### config.mk
export PLATFORM = sky130hd
export DESIGN_NAME = scalar_core_top
export DESIGN_NICKNAME = d
export VERILOG_FILES = /design/src/hw/scalar_pkg.sv /design/src/hw/reg_bank.sv /design/src/hw/reg_file.sv /design/src/hw/exec_unit.sv /design/src/hw/instr_sequencer.sv /design/src/hw/wb_ctrl_regs.sv /design/src/hw/scalar_core_top.sv
export SDC_FILE = /design/constraint.sdc
export NUM_CORES = 2
export LEC_CHECK = 0
export BUFFER_PORTS_ARGS = -buffer_cell sky130_fd_sc_hd__buf_2
export CAP_MARGIN = 20
export CORE_UTILIZATION = 45
export DETAILED_ROUTE_END_ITERATION = 12
export MAX_ROUTING_LAYER = met4
export PLACE_DENSITY = 0.59
export SETUP_SLACK_MARGIN = 0.3
export SLEW_MARGIN = 40
export SYNTH_ARGS = -nofsm -noshare
export SYNTH_HDL_FRONTEND = slang
export SYNTH_SLANG_ARGS = --single-unit
export TNS_END_PERCENT = 30
### constraint.sdc
create_clock -name clock -period 8.2 [get_ports clock]
set_clock_uncertainty 0.15 [all_clocks]
set_input_delay 0.82 -clock clock [delete_from_list [all_inputs] [get_ports clock]]
set_output_delay 0.82 -clock clock [all_outputs]
set_load 0.02 [all_outputs]
### src/hw/scalar_pkg.sv
// Shared widths, instruction format, opcodes and port structs of the scalar core
package scalar_pkg;

	localparam int DATA_W     = 32;
	localparam int REG_IDX_W  = 5;
	localparam int BANK_DEPTH = 16;
	localparam int IMM_W      = 11;

	// Opcode is {type, class, code}
	typedef enum logic [5:0] {
		OP_NOP   = 6'b00_00_00,
		OP_ADD   = 6'b00_01_00,
		OP_SUB   = 6'b00_01_01,
		OP_ADDI  = 6'b00_01_10,
		OP_AND   = 6'b00_10_00,
		OP_XOR   = 6'b00_10_01,
		OP_MOVS  = 6'b00_11_11,
		OP_TERM  = 6'b01_01_11,
		OP_CMPLT = 6'b10_00_01,
		OP_JMP   = 6'b11_01_01,
		OP_BRC   = 6'b11_10_01
	} op_t;

	typedef struct packed {
		op_t                  op;
		logic [REG_IDX_W-1:0] dst;
		logic [REG_IDX_W-1:0] src1;
		logic [REG_IDX_W-1:0] src2;
		logic [IMM_W-1:0]     imm;
	} instr_t;

	typedef struct packed {
		logic [REG_IDX_W-1:0] src1;
		logic [REG_IDX_W-1:0] src2;
	} rf_read_t;

	typedef struct packed {
		logic                 we;
		logic [REG_IDX_W-1:0] dst;
		logic [DATA_W-1:0]    data;
	} rf_write_t;

	typedef struct packed {
		logic             redirect;
		logic [IMM_W-1:0] target;
		logic             term;
	} flow_t;

	//////////////////////////////////////////////////
	// Wishbone classic host port
	//////////////////////////////////////////////////
	typedef struct packed {
		logic              cyc;
		logic              stb;
		logic              we;
		logic [1:0]        adr;
		logic [DATA_W-1:0] dat;
	} wb_req_t;

	typedef struct packed {
		logic              ack;
		logic [DATA_W-1:0] dat;
	} wb_rsp_t;

	localparam logic [1:0] REG_CONTROL  = 2'd0;
	localparam logic [1:0] REG_START_PC = 2'd1;
	localparam logic [1:0] REG_STATUS   = 2'd2;
	localparam logic [1:0] REG_SCALAR   = 2'd3;

endpackage

### src/hw/reg_bank.sv
// Register bank with two synchronous read ports and one write port
`timescale 1ns/1ps

module reg_bank (
	input  logic                              clock,
	input  logic                              reset,
	input  logic [scalar_pkg::REG_IDX_W-2:0]  rd_idx1,
	input  logic [scalar_pkg::REG_IDX_W-2:0]  rd_idx2,
	output logic [scalar_pkg::DATA_W-1:0]     rd_data1,
	output logic [scalar_pkg::DATA_W-1:0]     rd_data2,
	input  logic                              we,
	input  logic [scalar_pkg::REG_IDX_W-2:0]  wr_idx,
	input  logic [scalar_pkg::DATA_W-1:0]     wr_data
);
	import scalar_pkg::*;

	logic [DATA_W-1:0] regs [BANK_DEPTH];

	always_ff @(posedge clock) begin
		if (reset) begin
			for (int i = 0; i < BANK_DEPTH; i++)
				regs[i] <= '0;
		end else if (we) begin
			regs[wr_idx] <= wr_data;
		end
	end

	// Old value on a same-cycle read and write
	always_ff @(posedge clock) begin
		rd_data1 <= regs[rd_idx1];
		rd_data2 <= regs[rd_idx2];
	end

endmodule

### src/hw/reg_file.sv
// Register file built from an even and an odd bank, selected by index bit 0
`timescale 1ns/1ps

module reg_file (
	input  logic                           clock,
	input  logic                           reset,
	input  scalar_pkg::rf_read_t           rf_read,
	input  scalar_pkg::rf_write_t          rf_write,
	output logic [scalar_pkg::DATA_W-1:0]  src1_data,
	output logic [scalar_pkg::DATA_W-1:0]  src2_data
);
	import scalar_pkg::*;

	logic [DATA_W-1:0] even_data1;
	logic [DATA_W-1:0] even_data2;
	logic [DATA_W-1:0] odd_data1;
	logic [DATA_W-1:0] odd_data2;

	// Bank select follows the registered read data
	logic sel1_odd;
	logic sel2_odd;

	always_ff @(posedge clock) begin
		if (reset) begin
			sel1_odd <= 1'b0;
			sel2_odd <= 1'b0;
		end else begin
			sel1_odd <= rf_read.src1[0];
			sel2_odd <= rf_read.src2[0];
		end
	end

	assign src1_data = sel1_odd ? odd_data1 : even_data1;
	assign src2_data = sel2_odd ? odd_data2 : even_data2;

	reg_bank u_even (
		.clock    (clock),
		.reset    (reset),
		.rd_idx1  (rf_read.src1[REG_IDX_W-1:1]),
		.rd_idx2  (rf_read.src2[REG_IDX_W-1:1]),
		.rd_data1 (even_data1),
		.rd_data2 (even_data2),
		.we       (rf_write.we & ~rf_write.dst[0]),
		.wr_idx   (rf_write.dst[REG_IDX_W-1:1]),
		.wr_data  (rf_write.data)
	);

	reg_bank u_odd (
		.clock    (clock),
		.reset    (reset),
		.rd_idx1  (rf_read.src1[REG_IDX_W-1:1]),
		.rd_idx2  (rf_read.src2[REG_IDX_W-1:1]),
		.rd_data1 (odd_data1),
		.rd_data2 (odd_data2),
		.we       (rf_write.we & rf_write.dst[0]),
		.wr_idx   (rf_write.dst[REG_IDX_W-1:1]),
		.wr_data  (rf_write.data)
	);

endmodule

### src/hw/exec_unit.sv
// Scalar ALU with condition register, branch decision and termination
`timescale 1ns/1ps

module exec_unit #(
	parameter int INSTR_ADDR_W = 10
) (
	input  logic                           clock,
	input  logic                           reset,
	input  logic                           exec_valid,
	input  scalar_pkg::instr_t             exec_instr,
	input  logic [scalar_pkg::DATA_W-1:0]  src1_data,
	input  logic [scalar_pkg::DATA_W-1:0]  src2_data,
	output scalar_pkg::rf_write_t          rf_write,
	output scalar_pkg::flow_t              flow,
	output logic                           scalar_we,
	output logic [scalar_pkg::DATA_W-1:0]  scalar_data
);
	import scalar_pkg::*;

	logic              cond;
	logic              cond_we;
	logic              cond_next;
	logic              movs;
	logic [DATA_W-1:0] imm_ext;
	logic [IMM_W-1:0]  target;
	rf_write_t         wr_next;
	flow_t             flow_next;

	assign imm_ext = {{(DATA_W-IMM_W){exec_instr.imm[IMM_W-1]}}, exec_instr.imm};

	// Targets wrap with the PC
	assign target = IMM_W'(exec_instr.imm[INSTR_ADDR_W-1:0]);

	//////////////////////////////////////////////////
	// Decode and ALU
	//////////////////////////////////////////////////
	always_comb begin
		wr_next     = '0;
		wr_next.dst = exec_instr.dst;
		flow_next   = '0;
		cond_we     = 1'b0;
		cond_next   = $signed(src1_data) < $signed(src2_data);
		movs        = 1'b0;
		case (exec_instr.op)
			OP_ADD:   wr_next.data = src1_data + src2_data;
			OP_SUB:   wr_next.data = src1_data - src2_data;
			OP_AND:   wr_next.data = src1_data & src2_data;
			OP_XOR:   wr_next.data = src1_data ^ src2_data;
			OP_ADDI:  wr_next.data = src1_data + imm_ext;
			OP_CMPLT: cond_we = 1'b1;
			OP_BRC: begin
				flow_next.redirect = cond;
				flow_next.target   = target;
			end
			OP_JMP: begin
				flow_next.redirect = 1'b1;
				flow_next.target   = target;
			end
			OP_MOVS:  movs = 1'b1;
			OP_TERM:  flow_next.term = 1'b1;
			default: ;
		endcase
		case (exec_instr.op)
			OP_ADD, OP_SUB, OP_AND, OP_XOR, OP_ADDI: wr_next.we = 1'b1;
			default: wr_next.we = 1'b0;
		endcase
	end

	// Results held for the write-back step only
	always_ff @(posedge clock) begin
		if (reset) begin
			rf_write    <= '0;
			flow        <= '0;
			scalar_we   <= 1'b0;
			scalar_data <= '0;
			cond        <= 1'b0;
		end else begin
			rf_write  <= exec_valid ? wr_next : '0;
			flow      <= exec_valid ? flow_next : '0;
			scalar_we <= exec_valid & movs;
			if (exec_valid && movs)
				scalar_data <= src1_data;
			if (exec_valid && cond_we)
				cond <= cond_next;
		end
	end

endmodule

### src/hw/instr_sequencer.sv
// Program counter and the fetch, read, execute, write-back step sequence
`timescale 1ns/1ps

module instr_sequencer #(
	parameter int INSTR_ADDR_W = 10
) (
	input  logic                     clock,
	input  logic                     reset,
	input  logic                     go,
	input  logic [INSTR_ADDR_W-1:0]  start_pc,
	output logic                     busy,
	output logic                     term,
	output logic                     instr_re,
	output logic [INSTR_ADDR_W-1:0]  instr_addr,
	input  scalar_pkg::instr_t       instr,
	output scalar_pkg::rf_read_t     rf_read,
	output logic                     exec_valid,
	output scalar_pkg::instr_t       exec_instr,
	input  scalar_pkg::flow_t        flow
);
	import scalar_pkg::*;

	typedef enum logic [2:0] {
		S_IDLE,
		S_F,
		S_R,
		S_E,
		S_W
	} step_t;

	step_t                   state;
	logic [INSTR_ADDR_W-1:0] pc;
	instr_t                  instr_q;

	assign busy       = state != S_IDLE;
	assign instr_re   = state == S_F;
	assign instr_addr = pc;

	// Memory data arrives during R, straight to the bank read ports
	assign rf_read.src1 = instr.src1;
	assign rf_read.src2 = instr.src2;

	assign exec_valid = state == S_E;
	assign exec_instr = instr_q;

	always_ff @(posedge clock) begin
		if (state == S_R)
			instr_q <= instr;
	end

	//////////////////////////////////////////////////
	// Step FSM and PC
	//////////////////////////////////////////////////
	always_ff @(posedge clock) begin
		if (reset) begin
			state <= S_IDLE;
			pc    <= '0;
			term  <= 1'b0;
		end else begin
			term <= 1'b0;
			case (state)
				S_IDLE: begin
					if (go) begin
						pc    <= start_pc;
						state <= S_F;
					end
				end
				S_F: state <= S_R;
				S_R: state <= S_E;
				S_E: state <= S_W;
				S_W: begin
					if (flow.redirect)
						pc <= flow.target[INSTR_ADDR_W-1:0];
					else
						pc <= pc + 1'b1;
					if (flow.term) begin
						term  <= 1'b1;
						state <= S_IDLE;
					end else begin
						state <= S_F;
					end
				end
				default: state <= S_IDLE;
			endcase
		end
	end

endmodule

### src/hw/wb_ctrl_regs.sv
// Wishbone classic slave with control, start address, status and scalar result
`timescale 1ns/1ps

module wb_ctrl_regs #(
	parameter int INSTR_ADDR_W = 10
) (
	input  logic                            clock,
	input  logic                            reset,
	input  scalar_pkg::wb_req_t             wb_req,
	output scalar_pkg::wb_rsp_t             wb_rsp,
	input  logic                            busy,
	input  logic                            term,
	input  logic                            scalar_we,
	input  logic [scalar_pkg::DATA_W-1:0]   scalar_data,
	output logic                            go,
	output logic [INSTR_ADDR_W-1:0]         start_pc
);
	import scalar_pkg::*;

	logic              access;
	logic              wr_access;
	logic              done;
	logic [DATA_W-1:0] scalar_q;
	logic [DATA_W-1:0] rd_data;

	// One ack per request, none right after the previous one
	assign access    = wb_req.cyc & wb_req.stb & ~wb_rsp.ack;
	assign wr_access = access & wb_req.we;

	always_comb begin
		case (wb_req.adr)
			REG_START_PC: rd_data = DATA_W'(start_pc);
			REG_STATUS:   rd_data = {{(DATA_W-2){1'b0}}, done, busy};
			REG_SCALAR:   rd_data = scalar_q;
			default:      rd_data = '0;
		endcase
	end

	//////////////////////////////////////////////////
	// Bus response
	//////////////////////////////////////////////////
	always_ff @(posedge clock) begin
		if (reset) begin
			wb_rsp <= '0;
		end else begin
			wb_rsp.ack <= access;
			if (access && !wb_req.we)
				wb_rsp.dat <= rd_data;
		end
	end

	//////////////////////////////////////////////////
	// Registers
	//////////////////////////////////////////////////
	always_ff @(posedge clock) begin
		if (reset) begin
			go       <= 1'b0;
			done     <= 1'b0;
			start_pc <= '0;
			scalar_q <= '0;
		end else begin
			// Start only from idle
			go <= wr_access && wb_req.adr == REG_CONTROL && wb_req.dat[0] && !busy;
			if (wr_access && wb_req.adr == REG_START_PC)
				start_pc <= wb_req.dat[INSTR_ADDR_W-1:0];
			if (go)
				done <= 1'b0;
			else if (term)
				done <= 1'b1;
			if (scalar_we)
				scalar_q <= scalar_data;
		end
	end

endmodule

### src/hw/scalar_core_top.sv
// Scalar core top level joining host registers, sequencer, register file and ALU
`timescale 1ns/1ps

module scalar_core_top #(
	parameter int INSTR_ADDR_W = 10
) (
	input  logic                     clock,
	input  logic                     reset,
	input  scalar_pkg::wb_req_t      wb_req,
	output scalar_pkg::wb_rsp_t      wb_rsp,
	output logic                     instr_re,
	output logic [INSTR_ADDR_W-1:0]  instr_addr,
	input  scalar_pkg::instr_t       instr
);
	import scalar_pkg::*;

	logic                    go;
	logic                    busy;
	logic                    term;
	logic [INSTR_ADDR_W-1:0] start_pc;

	rf_read_t          rf_read;
	rf_write_t         rf_write;
	logic [DATA_W-1:0] src1_data;
	logic [DATA_W-1:0] src2_data;

	logic              exec_valid;
	instr_t            exec_instr;
	flow_t             flow;
	logic              scalar_we;
	logic [DATA_W-1:0] scalar_data;

	wb_ctrl_regs #(.INSTR_ADDR_W(INSTR_ADDR_W)) u_wb_ctrl_regs (
		.clock       (clock),
		.reset       (reset),
		.wb_req      (wb_req),
		.wb_rsp      (wb_rsp),
		.busy        (busy),
		.term        (term),
		.scalar_we   (scalar_we),
		.scalar_data (scalar_data),
		.go          (go),
		.start_pc    (start_pc)
	);

	instr_sequencer #(.INSTR_ADDR_W(INSTR_ADDR_W)) u_instr_sequencer (
		.clock      (clock),
		.reset      (reset),
		.go         (go),
		.start_pc   (start_pc),
		.busy       (busy),
		.term       (term),
		.instr_re   (instr_re),
		.instr_addr (instr_addr),
		.instr      (instr),
		.rf_read    (rf_read),
		.exec_valid (exec_valid),
		.exec_instr (exec_instr),
		.flow       (flow)
	);

	reg_file u_reg_file (
		.clock     (clock),
		.reset     (reset),
		.rf_read   (rf_read),
		.rf_write  (rf_write),
		.src1_data (src1_data),
		.src2_data (src2_data)
	);

	exec_unit #(.INSTR_ADDR_W(INSTR_ADDR_W)) u_exec_unit (
		.clock       (clock),
		.reset       (reset),
		.exec_valid  (exec_valid),
		.exec_instr  (exec_instr),
		.src1_data   (src1_data),
		.src2_data   (src2_data),
		.rf_write    (rf_write),
		.flow        (flow),
		.scalar_we   (scalar_we),
		.scalar_data (scalar_data)
	);

endmodule

### Yosys cells after proc, flatten, opt, wreduce, memory -nomap -nowiden

Memory sizes are Yosys's and may differ from the RTL's. A register that Yosys moved wholly into a read port is not among the register bits.
Index checks and enable logic that the tools add are counted.

| word-level totals | value |
|---|---|
| register bits | 199 |
| RAM bits | 1,024 |
| output and inout port bits | 44 |
| word-level logic and storage cells | 110 |
| memories kept | 2 |

Memory list:

| memory | words | width | read ports | clocked after memory_dff | write ports | line | RTL |
|---|---|---|---|---|---|---|---|
| u_reg_file.u_even.regs | 16 | 32 | 2 | 2 | 16 | reg_bank.sv:17 | `logic [DATA_W-1:0] regs [BANK_DEPTH];` |
| u_reg_file.u_odd.regs | 16 | 32 | 2 | 2 | 16 | reg_bank.sv:17 |  |

| cells by class | value |
|---|---|
| $add $sub $neg | 4 |
| magnitude comparators | 1 |
| equality and inequality tests | 18 |
| mux-type cells | 30 |
| bitwise operators | 12 |
| reduce and logical (&&, ||, !) cells | 20 |

Operators by type and width:

| cell | number |
|---|---|
| case mux 32 bit (5 select lines) | 1 |
| two-way mux 32 bit | 4 |
| case mux 32 bit (3 select lines) | 1 |
| adder 32 bit | 2 |
| OR reduction 32 bit | 2 |
| bitwise AND 32 bit | 1 |
| < comparator 32 bit | 1 |
| subtractor 32 bit | 1 |
| XOR 32 bit | 1 |
| case mux 12 bit (2 select lines) | 1 |
| two-way mux 10 bit | 2 |
| case mux 10 bit (2 select lines) | 1 |
| equality test 6 x 3 -> 1 bit, second input constant | 3 |
| equality test 6 x 4 -> 1 bit, second input constant | 3 |
| equality test 6 bit, second input constant | 3 |
| two-way mux 1 bit | 16 |
| case mux 3 bit (5 select lines) | 1 |
| adder 10 x 1 -> 10 bit, second input constant | 1 |
| two-way mux 4 bit | 2 |
| logical AND 1 bit | 7 |
| bitwise AND 1 bit | 6 |
| equality test 3 x 2 -> 1 bit, second input constant | 2 |
| equality test 6 x 5 -> 1 bit, second input constant | 1 |
| OR reduction 2 bit | 3 |
| 14 further kinds | 19 |

### Logic depth before layout (Yosys ltp)

| logic depth | value |
|---|---|
| depth in word-level cells | 7 |
| gate-level depth with buffers | 18 |

### Hierarchy

A second synthesis with hierarchy kept.

| unflattened totals | value |
|---|---|
| cell total of the unflattened synthesis | 5,001 |
| area, all modules | 69,291.5 um^2 |

Modules (own cells, without submodules):

| module | instances | cells each | area each (um^2) | seq. area each (um^2) |
|---|---|---|---|---|
| reg_bank | 2 | 1,751 | 27,863.0 | 16,656.0 |
| exec_unit | 1 | 956 | 7,448.4 | 1,681.6 |
| wb_ctrl_regs | 1 | 300 | 2,930.3 | 1,541.5 |
| instr_sequencer | 1 | 165 | 2,033.2 | 1,241.2 |
| reg_file | 1 | 78 | 1,153.6 | 40.0 |

### Worst setup path after synthesis

OpenSTA, ideal clock, no wires.

| path | value |
|---|---|
| path kind | register -> register |
| from | register u_instr_sequencer.instr_q (netlist bit u_instr_sequencer.exec_instr[31]) |
| to | register u_exec_unit.rf_write[27] (netlist name) |
| library setup time | 0.133 ns |
| arrival | 3.413 ns |
| required time | 7.917 ns |
| path slack | 4.504 ns |
| stages on the path, launching flop included | 19 |
| path buffers | 3 |
| clock period less this slack | 3.696 ns |
| cell sequence | edfxtp_1 nor3_1 nor2b_1 buf_6 nand2_1 nor2_1 clkbuf_1 a21oi_1 ha_1 clkbuf_1 nand2_1 nor3_1 nand2_1 o211a_1 o21ai_1 a21oi_1 xnor2_1 a221oi_1 a31oi_1 |

| between the ends | value |
|---|---|
| cells in the longest elaborated chain, start to end | 2 |
| elaborated cells on any way between the ends | 6 |
| classes of those cells | eq/ne: 5; mux: 1 |

Ends and longest elaborated chain:

| element | line | RTL |
|---|---|---|
| start: declaration | instr_sequencer.sv:33 | `instr_t instr_q;` |
| start signal: assignment | instr_sequencer.sv:48 | `instr_q <= instr;` |
| equality test 6 x 3 -> 1 bit or equality test 6 x 4 -> 1 bit (tied branches) | exec_unit.sv:44 | `case (exec_instr.op)` |
| case mux 32 bit (5 select lines) (*) | exec_unit.sv:44 |  |

Every way passes the cells marked *; elsewhere a longest branch is shown, timed or not.
A chain may end at the register's enable or synchronous reset.

### Final worst setup path

| path | value |
|---|---|
| from | register u_instr_sequencer.instr_q (netlist bit u_instr_sequencer.exec_instr[26]) |
| to | register u_exec_unit.rf_write[28] (netlist name) |

| between the ends | value |
|---|---|
| cells in the longest elaborated chain, start to end | 2 |
| elaborated cells on any way between the ends | 6 |
| classes of those cells | eq/ne: 5; mux: 1 |

Ends and longest elaborated chain:

| element | line |
|---|---|
| equality test 6 x 3 -> 1 bit or equality test 6 x 4 -> 1 bit (tied branches) | exec_unit.sv:44 |
| case mux 32 bit (5 select lines) (*) | exec_unit.sv:44 |

Marked as above.

==> run summary <==
worst flop-to-flop path startpoint = u_instr_sequencer.exec_instr[26]
Placeable Area = 150000 um2
Routed WL per cell = 31.5 um
hold path endpoint = u_instr_sequencer.exec_instr[6]
main combinational cell family by area after synthesis = multiplexers
Crit. End Element = flip-flop
Post-Synth Adder-Cell Area = 1.87%
Placement Cell Area = 70900 um2
die height = 391 um
net count reported at finish = 4774
via count = 41400
Lkg Pwr = 27.2 nW
Worst path max stage delay = 0.54 ns
Ports = 115
worst r2r path cells = 16
switching share of power = 25.0%
Yosys top cell by area = edfxtp_1
layout cell share with drive strength beyond 1 = 25.7%
fillers = 12500
number of buffers added on ports = 92
fin area = 76000 um2
TritonCTS Buffers = 151
RSZ-0062 raised after global routing = no
Post-CTS Setup Bufs = 0
FF+latch count, synth = 1351
post-synth top area share = 46.0%
Worst Hold Class = input port to flip-flop
row cnt = 142
post-DP HPWL = 121000 um
post-cts hold buffer count = 0
Pre-antenna DRT Iters = 5
Routed Wire Length = 213000 um
min-delay src = instr[6]
Post-synth top cells = 1046 x edfxtp_1, 1042 x and2_1, 640 x mux4_2, 339 x clkbuf_1, 305 x dfxtp_1
EDFF count, synth = 1046
Worst slew margin = 37.8%
Area Overhead vs Synth = 11.4%
Comb pwr share = 11.9%
Max VDD drop = 0.000220 V
post-synthesis sequential area ratio = 55.0%
Synth cell types = 73
Tot Pwr = 16.7 mW
critical path arrival = 5.61 ns
Clock Path Buffers = 3
simple-gate portion of the synthesized area = 12.9%
global-route usage over all layers = 28.8%
Critical Path Source Type = flip-flop
Final setup viols = 0
hold path depth = 1
Worst Max-Slew Pin Slew = 0.932 ns
Main synth FF type = edfxtp_1
pin count of the biggest net entering global routing = 115
cells after synthesis = 4682
initial antenna violation count = 18
worst setup path start = u_instr_sequencer.exec_instr[26]
Post-Synth XOR/XNOR Area = 0.578%
Area contributors post-synth = edfxtp_1 46%, mux4_2 21%, and2_1 9.6%
outcome = completed
CTS tree = done
Antenna Nets Post-Route = 0
final-report hold violation count = 0
clock latency on the worst-skew pair = 0.81 ns
Initial Util = 45.4%
CP Cell Sequence = nor3_1 -> nor2b_2 -> buf_4 -> nand2_2 -> buf_4 -> nor2_4 -> a21oi_1 -> ha_1 -> and3_1 -> nand4_1 -> a31oi_1 -> a21oi_1 -> o31ai_1 -> xor2_1 -> nand2_1 -> a31oi_1
first-pass GRT wire length = 301000 um
clock transition at the registers of the reported paths = 0.06 ns
Mapped Area = 68200 um2
Pwr Density = 219 nW/um2
First DRT Iteration DRCs = 5328
crit-path max FO = 42
synth warn = 0
total die area = 153000 um2
Vias/cell = 6.13
max-cap violations = 0
Critical Path RT = 8.73 ns
most common cell in the netlist = edfxtp_1
min cycle time layout = 5.08 ns
Slew Viols, Final = 0
post-route setup TNS = 0 ns
post-cts sizing count = 0
switching power = 4.16 mW
# clock sinks = 1351
final hold slack = 0.0500 ns
vias in the first global route = 41600
grt ovf = 0
Mapped Nets = 4854
clock root cell = clkbuf_16
gp weighted congestion = 0.906
mux share of post-synthesis cell area = 23.4%
Final period util = 61.9%
CP max stage cell = nor2_4
Synth async-reset ratio = 0%
H-tree depth reported by CTS = 4
kind of critical path = flip-flop to flip-flop
post-synthesis compound-gate area fraction = 3.51%
Die X = 391 um
worst reg2reg endpoint = u_exec_unit.rf_write[28]
Sequential Power Share = 46.7%
Internal Power = 12.5 mW
syn avg cell area = 14.6 um2
Max Fclk = 197 MHz
Reg2Reg Setup Slack = 3.12 ns
DRC viols = 0
Clk pwr share = 41.4%
[worst max-delay path, delay by kind of cell, from the launching register on]
kind,cells,cell delay [ns]
AND/OR/NAND/NOR,7,1.72
AO/OA/AOI/OAI,5,1.31
buffers and inverters,2,0.71
flip-flops,1,0.45
adder cells (fa/ha/maj),1,0.42
XOR/XNOR,1,0.19
[cell families (layout without fill, tap and decap cells)]
family          Yosys count  after routing
mux                     787            787
other cells               0             10
flops                  1351           1351
fa+ha+maj               101            101
simple gates           1539           1539
compound gates          375            375
buf+inv                 484            532
xor+xnor                 45             45
[sequential cells by signal, indices dropped and copies added (netlist names), 3 cells and up]
name,cells
u_exec_unit.flow,12
u_exec_unit.rf_write,38
u_exec_unit.scalar_data,32
u_instr_sequencer.exec_instr,22
u_instr_sequencer.instr_addr,10
u_instr_sequencer.state,3
u_reg_file.u_even.rd_data1,32
u_reg_file.u_even.rd_data2,32
u_reg_file.u_even.regs,512
u_reg_file.u_odd.rd_data1,32
u_reg_file.u_odd.rd_data2,32
u_reg_file.u_odd.regs,512
u_wb_ctrl_regs.scalar_q,32
u_wb_ctrl_regs.start_pc,10
u_wb_ctrl_regs.wb_rsp,33
[worst max path at each step]
stage / endpoint / slack (ns)
global route: u_exec_unit.rf_write[27] / 2.67
floorplan: u_exec_unit.rf_write[27] / 4.50
CTS: u_exec_unit.rf_write[27] / 3.22
finish: u_exec_unit.rf_write[28] / 3.12
global placement: u_exec_unit.rf_write[27] / 2.88
detailed placement: u_exec_unit.rf_write[27] / 3.24
[per-stage QoR]
stage | setup slack (ns) | instances | utilization, %
2_1_floorplan | 4.50 | 4682 | -
3_3_place_gp | 2.88 | 6455 | 47.0
3_5_place_dp | 3.24 | 6463 | 47.2
4_1_cts | 3.22 | 6744 | 50.5
5_1_grt | 2.67 | 6746 | 50.6
6_report | 3.12 | 6756 | 50.6
[layout make-up]
| cell class | count | area [um2] | share of cell area [%] |
|---|---|---|---|
| flip-flops and latches | 1351 | 37600 | 49.4 |
| repair buffers | 192 | 1520 | 2.00 |
| clock buffers | 241 | 4620 | 6.08 |
| multi-input cells | 2847 | 29100 | 38.3 |
| clock inverters | 40 | 394 | 0.519 |
| inverters | 59 | 221 | 0.291 |
| diodes | 10 | 25.0 | 0.0329 |
| well taps | 2016 | 2520 | 3.32 |
[power by group through the flow]
stage                     clock, mW  combinational [mW]  sequential (mW)
after floorplan                   0                1.39             7.82
after global placement            0                1.95             7.90
after detailed placement          0                1.96             7.91
after CTS                      6.97                1.97             7.77
after global routing           7.21                2.10             7.80
final                          6.89                1.98             7.78
[cells in the final DEF, fill, tap and decap left out, drive strengths merged, types with 10 or more instances in the layout]
cell type  Yosys  routed
xor2          17      17
or2           36      36
a21o          27      27
nand3         59      59
nand2b        13      13
buf           85     191
mux2i        107     107
xnor2         28      28
nor2b         11      11
inv           59      64
dfxtp        305     305
a31oi         16      16
o21ai         65      65
a21oi        153     153
edfxtp      1046    1046
nor3          20      20
nand4         14      14
and2        1043    1043
mux4         640     640
clkinv         0      28
diode          0      10
a211oi        19      19
o211ai        11      11
mux2          40      40
clkbuf       340     242
ha            99      99
nand2        114     114
a221oi        16      16
nor2         203     203
[layer usage]
| layer | up-vias | share of wire [%] | global-route usage [%] |
|---|---|---|---|
| li1 | 17600 | - | - |
| met1 | 21700 | 42 | 39.2 |
| met2 | 1835 | 47 | 44.6 |
| met3 | 327 | 8.4 | 5.13 |
| met4 | 0 | 2.4 | 7.85 |
| met5 | - | 0 | - |
Power figures use the tool's default switching activity.
